--- config.mk ---
export PLATFORM = sky130hd
export DESIGN_NAME = conv_accel_top
export DESIGN_NICKNAME = d
export VERILOG_FILES = /design/src/logic/conv_pkg.sv /design/src/logic/run_control.sv /design/src/logic/kernel_loader.sv /design/src/logic/window_fetch.sv /design/src/logic/conv_pool_engine.sv /design/src/logic/conv_accel_top.sv
export SDC_FILE = /design/constraint.sdc
export NUM_CORES = 2
export LEC_CHECK = 0
export BUFFER_PORTS_ARGS = -buffer_cell sky130_fd_sc_hd__buf_2
export CAP_MARGIN = 20
export CORE_MARGIN = 1
export CORE_UTILIZATION = 60
export DETAILED_ROUTE_END_ITERATION = 8
export PLACE_DENSITY = 0.88
export SYNTH_ARGS = -nofsm -noshare
export SYNTH_HDL_FRONTEND = slang
export SYNTH_HIERARCHICAL = 1
export SYNTH_SLANG_ARGS = --single-unit
--- constraint.sdc ---
create_clock -name clk -period 13 [get_ports clk]
set_input_delay 1.95 -clock clk [delete_from_list [all_inputs] [get_ports clk]]
set_output_delay 1.95 -clock clk [all_outputs]
set_load 0.005 [all_outputs]
--- src/logic/conv_pkg.sv ---
package conv_pkg;

  // ----------------------------------------------------------------------
  // widths
  // ----------------------------------------------------------------------
  parameter int ADDR_W = 12;     // sram word address
  parameter int DATA_W = 16;     // sram word, two pixels
  parameter int PIX_W  = 8;      // pixel and weight
  parameter int ACC_W  = 20;     // nine signed products and some headroom

  // ----------------------------------------------------------------------
  // limits and constants
  // ----------------------------------------------------------------------
  parameter int MAX_N = 64;                      // largest matrix side
  parameter logic [PIX_W-1:0] END_MARK = 8'hFF;  // header that stops a run
  parameter int KERNEL_WORDS = 5;                // 9 weights, last byte unused
  parameter int WINDOW_WORDS = 8;                // 4x4 window, 2 words per row
  parameter int RELU_MAX = 127;

  // run sequencer
  typedef enum logic [1:0] {
    RUN_IDLE,
    RUN_READ_HEADER,
    RUN_PROCESS,
    RUN_FINISH
  } run_state_t;

  // input sram reader
  typedef enum logic [2:0] {
    FETCH_IDLE,
    FETCH_HEADER_ADDR,
    FETCH_HEADER_DATA,
    FETCH_WORD_ADDR,
    FETCH_WORD_DATA,
    FETCH_HOLD
  } fetch_state_t;

  // conv / relu / pool datapath
  typedef enum logic [2:0] {
    ENG_IDLE,
    ENG_MAC,
    ENG_RELU,
    ENG_POOL,
    ENG_PACK,
    ENG_WRITE
  } engine_state_t;

endpackage

--- src/logic/run_control.sv ---
`timescale 1ns/1ps

module run_control (
  input  logic                       clk,
  input  logic                       reset_b,
  input  logic                       dut_run,
  input  logic                       header_valid,
  input  logic [conv_pkg::PIX_W-1:0] header_n,
  input  logic                       matrix_done,
  output logic                       dut_busy,
  output logic                       kernel_start,
  output logic                       header_start,
  output logic [conv_pkg::PIX_W-1:0] matrix_n
);

  conv_pkg::run_state_t state;

  // ----------------------------------------------------------------------
  // run sequencer
  // ----------------------------------------------------------------------
  always_ff @(posedge clk or negedge reset_b)
  begin
    if (!reset_b)
    begin
      state        <= conv_pkg::RUN_IDLE;
      dut_busy     <= 1'b0;
      kernel_start <= 1'b0;
      header_start <= 1'b0;
      matrix_n     <= '0;
    end
    else
    begin
      kernel_start <= 1'b0;   // both starts are single-cycle pulses
      header_start <= 1'b0;
      case (state)
        conv_pkg::RUN_IDLE:
        begin
          if (dut_run)
          begin
            // kernel load and first header read go out together
            dut_busy     <= 1'b1;
            kernel_start <= 1'b1;
            header_start <= 1'b1;
            state        <= conv_pkg::RUN_READ_HEADER;
          end
        end
        conv_pkg::RUN_READ_HEADER:
        begin
          if (header_valid)
          begin
            if (header_n == conv_pkg::END_MARK)
            begin
              state <= conv_pkg::RUN_FINISH;
            end
            else
            begin
              matrix_n <= header_n;   // held for the whole matrix
              state    <= conv_pkg::RUN_PROCESS;
            end
          end
        end
        conv_pkg::RUN_PROCESS:
        begin
          if (matrix_done)
          begin
            header_start <= 1'b1;   // on to the next header
            state        <= conv_pkg::RUN_READ_HEADER;
          end
        end
        conv_pkg::RUN_FINISH:
        begin
          dut_busy <= 1'b0;
          state    <= conv_pkg::RUN_IDLE;
        end
        default:
        begin
          state <= conv_pkg::RUN_IDLE;
        end
      endcase
    end
  end

endmodule

--- src/logic/kernel_loader.sv ---
`timescale 1ns/1ps

module kernel_loader #(
  parameter int ADDR_W = conv_pkg::ADDR_W
) (
  input  logic                          clk,
  input  logic                          reset_b,
  input  logic                          kernel_start,
  output logic [ADDR_W-1:0]             weights_sram_read_address,
  input  logic [conv_pkg::DATA_W-1:0]   weights_sram_read_data,
  output logic [9*conv_pkg::PIX_W-1:0]  kernel_weights,
  output logic                          kernel_valid
);

  localparam int IDX_W = $clog2(conv_pkg::KERNEL_WORDS);
  localparam int PIX_W = conv_pkg::PIX_W;

  logic             loading;
  logic             phase;      // 0 address cycle, 1 data cycle
  logic [IDX_W-1:0] word_idx;
  logic             last_word;

  assign weights_sram_read_address = ADDR_W'(word_idx);   // kernel sits at word 0
  assign last_word = (word_idx == IDX_W'(conv_pkg::KERNEL_WORDS - 1));

  always_ff @(posedge clk or negedge reset_b)
  begin
    if (!reset_b)
    begin
      loading      <= 1'b0;
      phase        <= 1'b0;
      word_idx     <= '0;
      kernel_valid <= 1'b0;
    end
    else if (kernel_start)
    begin
      loading      <= 1'b1;
      phase        <= 1'b0;
      word_idx     <= '0;
      kernel_valid <= 1'b0;
    end
    else if (loading)
    begin
      phase <= !phase;
      if (phase)
      begin
        if (last_word)
        begin
          loading      <= 1'b0;
          kernel_valid <= 1'b1;
        end
        else
        begin
          word_idx <= word_idx + 1'b1;
        end
      end
    end
  end

  // high byte is the earlier weight in row-major order
  always_ff @(posedge clk)
  begin
    if (loading && phase)
    begin
      kernel_weights[2*word_idx*PIX_W +: PIX_W] <= weights_sram_read_data[15:8];
      if (!last_word)   // tenth byte is padding
      begin
        kernel_weights[(2*word_idx+1)*PIX_W +: PIX_W] <= weights_sram_read_data[7:0];
      end
    end
  end

endmodule

--- src/logic/window_fetch.sv ---
`timescale 1ns/1ps

module window_fetch #(
  parameter int ADDR_W = conv_pkg::ADDR_W
) (
  input  logic                          clk,
  input  logic                          reset_b,
  input  logic                          header_start,
  input  logic [conv_pkg::PIX_W-1:0]    matrix_n,
  output logic [ADDR_W-1:0]             input_sram_read_address,
  input  logic [conv_pkg::DATA_W-1:0]   input_sram_read_data,
  output logic                          header_valid,
  output logic [conv_pkg::PIX_W-1:0]    header_n,
  output logic [16*conv_pkg::PIX_W-1:0] window_pixels,
  output logic                          window_valid,
  input  logic                          window_ready
);

  localparam int PIX_W = conv_pkg::PIX_W;
  localparam int W_W   = $clog2(conv_pkg::WINDOW_WORDS);

  conv_pkg::fetch_state_t state;

  logic [ADDR_W-1:0]    hdr_ptr;    // header of the current matrix
  logic [ADDR_W-1:0]    win_base;   // first word of window row 0
  logic [ADDR_W-1:0]    row_off;    // window row offset, steps by N/2
  logic [ADDR_W-1:0]    stride;     // words per input row
  logic [W_W-1:0]       word_idx;
  logic [PIX_W-1:0]     pr;
  logic [PIX_W-1:0]     pc;
  logic [PIX_W-1:0]     last_pos;   // (N-2)/2 - 1
  logic [16*PIX_W-1:0]  asm_buf;    // window being assembled
  logic                 load;

  // matrix_n lands one cycle after header_valid; the first word of a
  // window never needs the stride, so it is in time
  assign stride   = ADDR_W'(matrix_n[PIX_W-1:1]);
  assign last_pos = matrix_n[PIX_W-1:1] - 8'd2;
  assign load     = (state == conv_pkg::FETCH_HOLD) && (!window_valid || window_ready);

  assign input_sram_read_address =
    (state == conv_pkg::FETCH_HEADER_ADDR) ? hdr_ptr :
    win_base + row_off + ADDR_W'(word_idx[0]);

  always_ff @(posedge clk or negedge reset_b)
  begin
    if (!reset_b)
    begin
      state        <= conv_pkg::FETCH_IDLE;
      hdr_ptr      <= '0;
      win_base     <= '0;
      row_off      <= '0;
      word_idx     <= '0;
      pr           <= '0;
      pc           <= '0;
      header_valid <= 1'b0;
    end
    else
    begin
      header_valid <= 1'b0;
      case (state)
        conv_pkg::FETCH_IDLE:
        begin
          if (header_start)
          begin
            state <= conv_pkg::FETCH_HEADER_ADDR;
          end
        end
        conv_pkg::FETCH_HEADER_ADDR:
        begin
          state <= conv_pkg::FETCH_HEADER_DATA;
        end
        conv_pkg::FETCH_HEADER_DATA:
        begin
          header_valid <= 1'b1;
          if (input_sram_read_data[PIX_W-1:0] == conv_pkg::END_MARK)
          begin
            hdr_ptr <= '0;   // next run reads from word 0 again
            state   <= conv_pkg::FETCH_IDLE;
          end
          else
          begin
            win_base <= hdr_ptr + 1'b1;
            row_off  <= '0;
            word_idx <= '0;
            pr       <= '0;
            pc       <= '0;
            state    <= conv_pkg::FETCH_WORD_ADDR;
          end
        end
        conv_pkg::FETCH_WORD_ADDR:
        begin
          state <= conv_pkg::FETCH_WORD_DATA;
        end
        conv_pkg::FETCH_WORD_DATA:
        begin
          word_idx <= word_idx + 1'b1;
          if (word_idx == W_W'(conv_pkg::WINDOW_WORDS - 1))
          begin
            row_off <= '0;
            state   <= conv_pkg::FETCH_HOLD;
          end
          else
          begin
            if (word_idx[0])
            begin
              row_off <= row_off + stride;
            end
            state <= conv_pkg::FETCH_WORD_ADDR;
          end
        end
        conv_pkg::FETCH_HOLD:
        begin
          if (load)
          begin
            state <= conv_pkg::FETCH_WORD_ADDR;
            if (pc == last_pos)
            begin
              pc <= '0;
              if (pr == last_pos)
              begin
                hdr_ptr <= win_base + (stride << 1) + stride + 2'd2;  // past the matrix
                state   <= conv_pkg::FETCH_IDLE;
              end
              else
              begin
                pr       <= pr + 1'b1;
                win_base <= win_base + stride + 2'd2;   // down two input rows
              end
            end
            else
            begin
              pc       <= pc + 1'b1;
              win_base <= win_base + 1'b1;
            end
          end
        end
        default:
        begin
          state <= conv_pkg::FETCH_IDLE;
        end
      endcase
    end
  end

  // one-window hold buffer toward the engine
  always_ff @(posedge clk or negedge reset_b)
  begin
    if (!reset_b)
    begin
      window_valid <= 1'b0;
    end
    else if (load)
    begin
      window_valid <= 1'b1;
    end
    else if (window_ready)
    begin
      window_valid <= 1'b0;
    end
  end

  always_ff @(posedge clk)
  begin
    if (state == conv_pkg::FETCH_HEADER_DATA)
    begin
      header_n <= input_sram_read_data[PIX_W-1:0];
    end
    // high byte is the left pixel, so it takes the lower slot
    if (state == conv_pkg::FETCH_WORD_DATA)
    begin
      asm_buf[2*word_idx*PIX_W +: 2*PIX_W] <=
        {input_sram_read_data[7:0], input_sram_read_data[15:8]};
    end
    if (load)
    begin
      window_pixels <= asm_buf;
    end
  end

endmodule

--- src/logic/conv_pool_engine.sv ---
`timescale 1ns/1ps

module conv_pool_engine #(
  parameter int ADDR_W = conv_pkg::ADDR_W
) (
  input  logic                          clk,
  input  logic                          reset_b,
  input  logic [9*conv_pkg::PIX_W-1:0]  kernel_weights,
  input  logic                          kernel_valid,
  input  logic [16*conv_pkg::PIX_W-1:0] window_pixels,
  input  logic                          window_valid,
  output logic                          window_ready,
  input  logic [conv_pkg::PIX_W-1:0]    matrix_n,
  output logic                          output_sram_write_enable,
  output logic [ADDR_W-1:0]             output_sram_write_addresss,
  output logic [conv_pkg::DATA_W-1:0]   output_sram_write_data,
  output logic                          matrix_done
);

  localparam int PIX_W = conv_pkg::PIX_W;
  localparam int ACC_W = conv_pkg::ACC_W;
  localparam int CNT_W = 2 * $clog2(conv_pkg::MAX_N);

  conv_pkg::engine_state_t state;

  logic signed [PIX_W-1:0] win [16];
  logic signed [ACC_W-1:0] acc [4];     // 2x2 conv outputs of the window
  logic [PIX_W-1:0]        relu_val [4];
  logic [PIX_W-1:0]        pool_byte;
  logic [PIX_W-1:0]        pack_hi;
  logic [PIX_W-1:0]        max_top;
  logic [PIX_W-1:0]        max_bot;
  logic signed [PIX_W-1:0] wt;
  logic [3:0]              tap;
  logic [3:0]              pix_base;  // top-left pixel under the current tap
  logic [1:0]              kc;
  logic                    half;      // high byte already packed
  logic [PIX_W-1:0]        npool;
  logic [CNT_W-1:0]        res_cnt;
  logic [CNT_W-1:0]        res_total;
  logic                    last_res;
  logic                    take;

  assign window_ready = (state == conv_pkg::ENG_IDLE) && kernel_valid;
  assign take         = window_valid && window_ready;
  assign wt           = kernel_weights[tap*PIX_W +: PIX_W];

  assign npool     = matrix_n[PIX_W-1:1] - 1'b1;
  assign res_total = CNT_W'(npool) * CNT_W'(npool);
  assign last_res  = (res_cnt + 1'b1) == res_total;

  always_comb
  begin
    max_top = (relu_val[0] > relu_val[1]) ? relu_val[0] : relu_val[1];
    max_bot = (relu_val[2] > relu_val[3]) ? relu_val[2] : relu_val[3];
  end

  // ----------------------------------------------------------------------
  // control
  // ----------------------------------------------------------------------
  always_ff @(posedge clk or negedge reset_b)
  begin
    if (!reset_b)
    begin
      state                      <= conv_pkg::ENG_IDLE;
      tap                        <= '0;
      kc                         <= '0;
      pix_base                   <= '0;
      half                       <= 1'b0;
      res_cnt                    <= '0;
      output_sram_write_enable   <= 1'b0;
      output_sram_write_addresss <= '0;
      matrix_done                <= 1'b0;
    end
    else
    begin
      matrix_done <= 1'b0;
      case (state)
        conv_pkg::ENG_IDLE:
        begin
          if (!kernel_valid)
          begin
            output_sram_write_addresss <= '0;   // kernel reload means a new run
          end
          if (take)
          begin
            tap      <= '0;
            kc       <= '0;
            pix_base <= '0;
            state    <= conv_pkg::ENG_MAC;
          end
        end
        conv_pkg::ENG_MAC:
        begin
          if (tap == 4'd8)
          begin
            state <= conv_pkg::ENG_RELU;
          end
          else
          begin
            tap <= tap + 1'b1;
            if (kc == 2'd2)
            begin
              kc       <= '0;
              pix_base <= pix_base + 4'd2;   // wrap to next window row
            end
            else
            begin
              kc       <= kc + 1'b1;
              pix_base <= pix_base + 1'b1;
            end
          end
        end
        conv_pkg::ENG_RELU:
        begin
          state <= conv_pkg::ENG_POOL;
        end
        conv_pkg::ENG_POOL:
        begin
          state <= conv_pkg::ENG_PACK;
        end
        conv_pkg::ENG_PACK:
        begin
          half    <= !half && !last_res;
          res_cnt <= last_res ? '0 : res_cnt + 1'b1;
          if (half || last_res)
          begin
            output_sram_write_enable <= 1'b1;
            state                    <= conv_pkg::ENG_WRITE;
          end
          else
          begin
            state <= conv_pkg::ENG_IDLE;
          end
        end
        conv_pkg::ENG_WRITE:
        begin
          output_sram_write_enable   <= 1'b0;
          output_sram_write_addresss <= output_sram_write_addresss + 1'b1;
          matrix_done                <= (res_cnt == '0);  // only cleared by the last result
          state                      <= conv_pkg::ENG_IDLE;
        end
        default:
        begin
          state <= conv_pkg::ENG_IDLE;
        end
      endcase
    end
  end

  // ----------------------------------------------------------------------
  // datapath
  // ----------------------------------------------------------------------
  always_ff @(posedge clk)
  begin
    case (state)
      conv_pkg::ENG_IDLE:
      begin
        if (take)
        begin
          for (int i = 0; i < 16; i++)
          begin
            win[i] <= window_pixels[i*PIX_W +: PIX_W];
          end
          for (int p = 0; p < 4; p++)
          begin
            acc[p] <= '0;
          end
        end
      end
      conv_pkg::ENG_MAC:
      begin
        acc[0] <= acc[0] + win[pix_base] * wt;
        acc[1] <= acc[1] + win[pix_base + 4'd1] * wt;
        acc[2] <= acc[2] + win[pix_base + 4'd4] * wt;
        acc[3] <= acc[3] + win[pix_base + 4'd5] * wt;
      end
      conv_pkg::ENG_RELU:
      begin
        for (int p = 0; p < 4; p++)
        begin
          if (acc[p] < 0)
            relu_val[p] <= '0;
          else if (acc[p] >= conv_pkg::RELU_MAX)
            relu_val[p] <= PIX_W'(conv_pkg::RELU_MAX);
          else
            relu_val[p] <= acc[p][PIX_W-1:0];
        end
      end
      conv_pkg::ENG_POOL:
      begin
        pool_byte <= (max_top > max_bot) ? max_top : max_bot;
      end
      conv_pkg::ENG_PACK:
      begin
        if (!half)
        begin
          pack_hi <= pool_byte;
        end
        // odd last byte goes out with a zero low byte
        output_sram_write_data <= half ? {pack_hi, pool_byte} : {pool_byte, 8'h00};
      end
      default:
      begin
      end
    endcase
  end

endmodule

--- src/logic/conv_accel_top.sv ---
`timescale 1ns/1ps

module conv_accel_top #(
  parameter int ADDR_W = conv_pkg::ADDR_W
) (
  input  logic                        clk,
  input  logic                        reset_b,
  input  logic                        dut_run,
  output logic                        dut_busy,
  output logic [ADDR_W-1:0]           input_sram_read_address,
  input  logic [conv_pkg::DATA_W-1:0] input_sram_read_data,
  output logic [ADDR_W-1:0]           weights_sram_read_address,
  input  logic [conv_pkg::DATA_W-1:0] weights_sram_read_data,
  output logic                        output_sram_write_enable,
  output logic [ADDR_W-1:0]           output_sram_write_addresss,
  output logic [conv_pkg::DATA_W-1:0] output_sram_write_data
);

  // sequencer handshakes
  logic                            kernel_start;
  logic                            header_start;
  logic                            header_valid;
  logic [conv_pkg::PIX_W-1:0]      header_n;
  logic [conv_pkg::PIX_W-1:0]      matrix_n;
  logic                            matrix_done;

  // kernel and window hand-off
  logic [9*conv_pkg::PIX_W-1:0]    kernel_weights;
  logic                            kernel_valid;
  logic [16*conv_pkg::PIX_W-1:0]   window_pixels;
  logic                            window_valid;
  logic                            window_ready;

  run_control u_run_control (
    .clk          (clk),
    .reset_b      (reset_b),
    .dut_run      (dut_run),
    .header_valid (header_valid),
    .header_n     (header_n),
    .matrix_done  (matrix_done),
    .dut_busy     (dut_busy),
    .kernel_start (kernel_start),
    .header_start (header_start),
    .matrix_n     (matrix_n)
  );

  kernel_loader #(.ADDR_W(ADDR_W)) u_kernel_loader (
    .clk                       (clk),
    .reset_b                   (reset_b),
    .kernel_start              (kernel_start),
    .weights_sram_read_address (weights_sram_read_address),
    .weights_sram_read_data    (weights_sram_read_data),
    .kernel_weights            (kernel_weights),
    .kernel_valid              (kernel_valid)
  );

  window_fetch #(.ADDR_W(ADDR_W)) u_window_fetch (
    .clk                     (clk),
    .reset_b                 (reset_b),
    .header_start            (header_start),
    .matrix_n                (matrix_n),
    .input_sram_read_address (input_sram_read_address),
    .input_sram_read_data    (input_sram_read_data),
    .header_valid            (header_valid),
    .header_n                (header_n),
    .window_pixels           (window_pixels),
    .window_valid            (window_valid),
    .window_ready            (window_ready)
  );

  conv_pool_engine #(.ADDR_W(ADDR_W)) u_conv_pool_engine (
    .clk                        (clk),
    .reset_b                    (reset_b),
    .kernel_weights             (kernel_weights),
    .kernel_valid               (kernel_valid),
    .window_pixels              (window_pixels),
    .window_valid               (window_valid),
    .window_ready               (window_ready),
    .matrix_n                   (matrix_n),
    .output_sram_write_enable   (output_sram_write_enable),
    .output_sram_write_addresss (output_sram_write_addresss),
    .output_sram_write_data     (output_sram_write_data),
    .matrix_done                (matrix_done)
  );

endmodule

==> results by group <==
Outcome
  – Status: finished, final reports clean

Clock tree
  – Post-CTS Resized: 0
  – Clock Pin Slew Worst Setup and Hold Paths: 0.07 ns
  – CTS tree: done
  – Root Driver: clkbuf_16
  – Bufs on Longest Clock Path: 3
  – CTS Hold Bufs: 0
  – Cts bufs inserted: 75
  – H-tree levels: 3
  – Post-CTS Setup Inserts: 0
  – CTS sink count: just over 700
  – Clk Latency, worst-skew pair: between 0.6 and 0.7 ns

Critical path
  – Critical Path, Cell by Cell: inv_1, ha_1, a21oi_1, xnor2_1, mux2i_1, a21oi_1, nand2_1, inv_1, fa_1, fa_1, fa_1, fa_1, fa_1, ha_1, inv_1, o21ai_0, a2111oi_0, o21bai_1, o21ai_0, a21oi_1, xnor2_1, nor2_1
  – Worst Reg-to-Reg Cells: 22
  – Worst path arrival time: approximately 9.4 ns
  – CP Launch Type: register
  – Worst Path Required: about 13 ns
  – Setup crit end: u_conv_pool_engine/acc[3][18]
  – RR Startpoint: u_conv_pool_engine/pix_base[2]
  – Top Family by Delay on Critical Path: adder cells
  – CP max stage cell: dfrtp_1
  – FF-to-FF End: u_conv_pool_engine/acc[3][18]
  – Crit path capture type: register
  – CP max stage delay: 1.04 ns
  – Worst path depth: 22
  – Buf/Inv on CP: 3
  – CP Max Fanout: 34
  – Critical path class: register to register
  – Most used cell, CP: fa_1
  – Worst R2R Setup Slack: around 4 ns
  – CP startpoint: u_conv_pool_engine/pix_base[2]

Final layout
  – Nets: around 5000
  – Layout cells sized above 1: around a tenth
  – Final Instance Area: 53000 sq um
  – Multi-input logic area: about 25000 sq um
  – Fillers: roughly 5500
  – Fin cells: 5347
  – Area grow syn2layout: 8.05%
  – FF+latch area: between 20000 and 25000 sq um

Detailed routing
  – Antenna-violating nets left: 0
  – Total wire length: between 100000 and 150000 microns
  – WL/cell: between 20 and 25 microns
  – DR pass1 iterations: 9
  – Iteration-0 DRC Markers: 3274
  – Residual DRC count: 0
  – Via/cell ratio: between 6 and 7
  – Vias: about 32000

Floorplanning
  – IO Pins: 89
  – Core ar.: roughly 80000 sq um
  – Row count: between 100 and 150
  – Die area: just over 80000 sq um
  – Initial core utilization: approximately three fifths
  – Chip height: around 290 microns
  – Die Span X: about 290 microns

Job
  – Max Cap Violations: 0

Global route
  – GRT Util Overall: 28.6%
  – Overflow after GRT: 0
  – First-pass GRT wire length: about 180000 microns
  – Vias in the first global route: between 30000 and 40000
  – Initial antenna violation count: 1
  – Largest net degree at the start of global routing: between 70 and 80

Logic synthesis
  – Mapped Area: slightly below 50000 sq um
  – Avg Inst Size Synth: about 12 sq um
  – Mapped Cells: 4166
  – Yosys warning count: 6

Place
  – Routability congestion estimate: around 0.9
  – Port Buf Inserts: 79
  – DPL Wire Length: roughly 83000 microns
  – Setup Slack @ Placement: 4.15 ns
  – Area after DPL: 50500 sq um
  – DP Cell Count: about 5200

STA
  – Worst Tran Pin Value: ~1.1 ns
  – Final WS setup: 3.99 ns
  – Final Max Slew Viols: 0
  – Min Tclk post-route: 9.01 ns
  – Final Hold Viols: 0
  – Max_slew headroom: around a quarter
  – Setup_tns: 0 ns
  – Finish-stage setup viols: 0
  – Fin crit share: about 69%
  – Fmax: roughly 0.11 GHz
  – RSZ-0062 raised after global routing: no
  – Final Skew: about 0.027 ns

Hold path
  – Hold Crit Class: register to register
[worst min path at each step]
stage,startpoint,endpoint,slack (ns),depth (start not counted)
after detailed placement,u_window_fetch/window_pixels[3],u_conv_pool_engine/win[0][3],0.40,0
final,u_window_fetch/asm_buf[83],u_window_fetch/window_pixels[83],0.40,0
after CTS,u_window_fetch/asm_buf[83],u_window_fetch/window_pixels[83],0.40,0
after floorplan,u_window_fetch/window_pixels[0],u_conv_pool_engine/win[0][0],0.40,0
after global placement,u_window_fetch/asm_buf[34],u_window_fetch/window_pixels[34],0.40,0
after global routing,u_window_fetch/window_pixels[23],u_conv_pool_engine/win[2][7],0.41,0
[layout make-up]
class                           count  area share (%)
Tap cell                         1060            2.50
Clock buffer                       93            3.67
Antenna cell                        1         0.00472
Sequential cell                   726            40.0
Clock inverter                     44           0.866
Timing Repair Buffer              120            1.39
Inverter                          570            4.04
Multi-Input combinational cell   2733            47.5
[registers in the layout, indices dropped and copies added, names as in the netlist, 4 cells and up]
signal                                         count
u_conv_pool_engine/tap                             4
u_conv_pool_engine/pix_base                        4
u_window_fetch/window_pixels                     128
u_window_fetch/win_base                           12
u_conv_pool_engine/output_sram_write_addresss     12
u_window_fetch/header_n                            8
u_window_fetch/asm_buf                           128
u_kernel_loader/kernel_weights                    72
u_conv_pool_engine/relu_val                       32
u_conv_pool_engine/pack_hi                         8
u_window_fetch/hdr_ptr                            12
u_conv_pool_engine/pool_byte                       8
u_conv_pool_engine/acc                            80
u_run_control/matrix_n                             7
u_window_fetch/pc                                  8
u_conv_pool_engine/output_sram_write_data         16
u_conv_pool_engine/res_cnt                        12
u_window_fetch/pr                                  8
u_conv_pool_engine/win                           128
u_window_fetch/row_off                            12
[routing by layer]
layer	part of all wire (%)	wire, microns	global-route usage [%]	vias to the layer above
li1	-	-	-	14300
met1	37	42900	35.7	16000
met2	50	57800	49.0	1754
met3	8.4	9740	4.74	373
met4	4.6	5310	12.9	0
met5	0	0	0	-
[through the flow]
stage	hold slack (ns)	utilization, %
after floorplan	0.400	-
after global placement	0.400	62.6
after detailed placement	0.405	62.7
after CTS	0.402	65.6
after global routing	0.413	65.7
final	0.399	65.7
[layout by cell type (no fill, tap or decap), types with 75 or more instances in the layout]
| cell type | count |
|---|---|
| edfxtp_1 | 608 |
| inv_1 | 569 |
| fa_1 | 384 |
| nor2_1 | 366 |
| nand2_1 | 309 |
| ha_1 | 303 |
| xnor2_1 | 126 |
| and2_1 | 117 |
| dfrtp_1 | 117 |
| a21oi_1 | 111 |
| o21ai_0 | 107 |
| mux4_2 | 89 |
| buf_2 | 80 |
| clkbuf_16 | 75 |
Power is left out: the tool's default activity adds up to more than one toggle a clock period on the data nets, which glitch-free logic cannot reach.
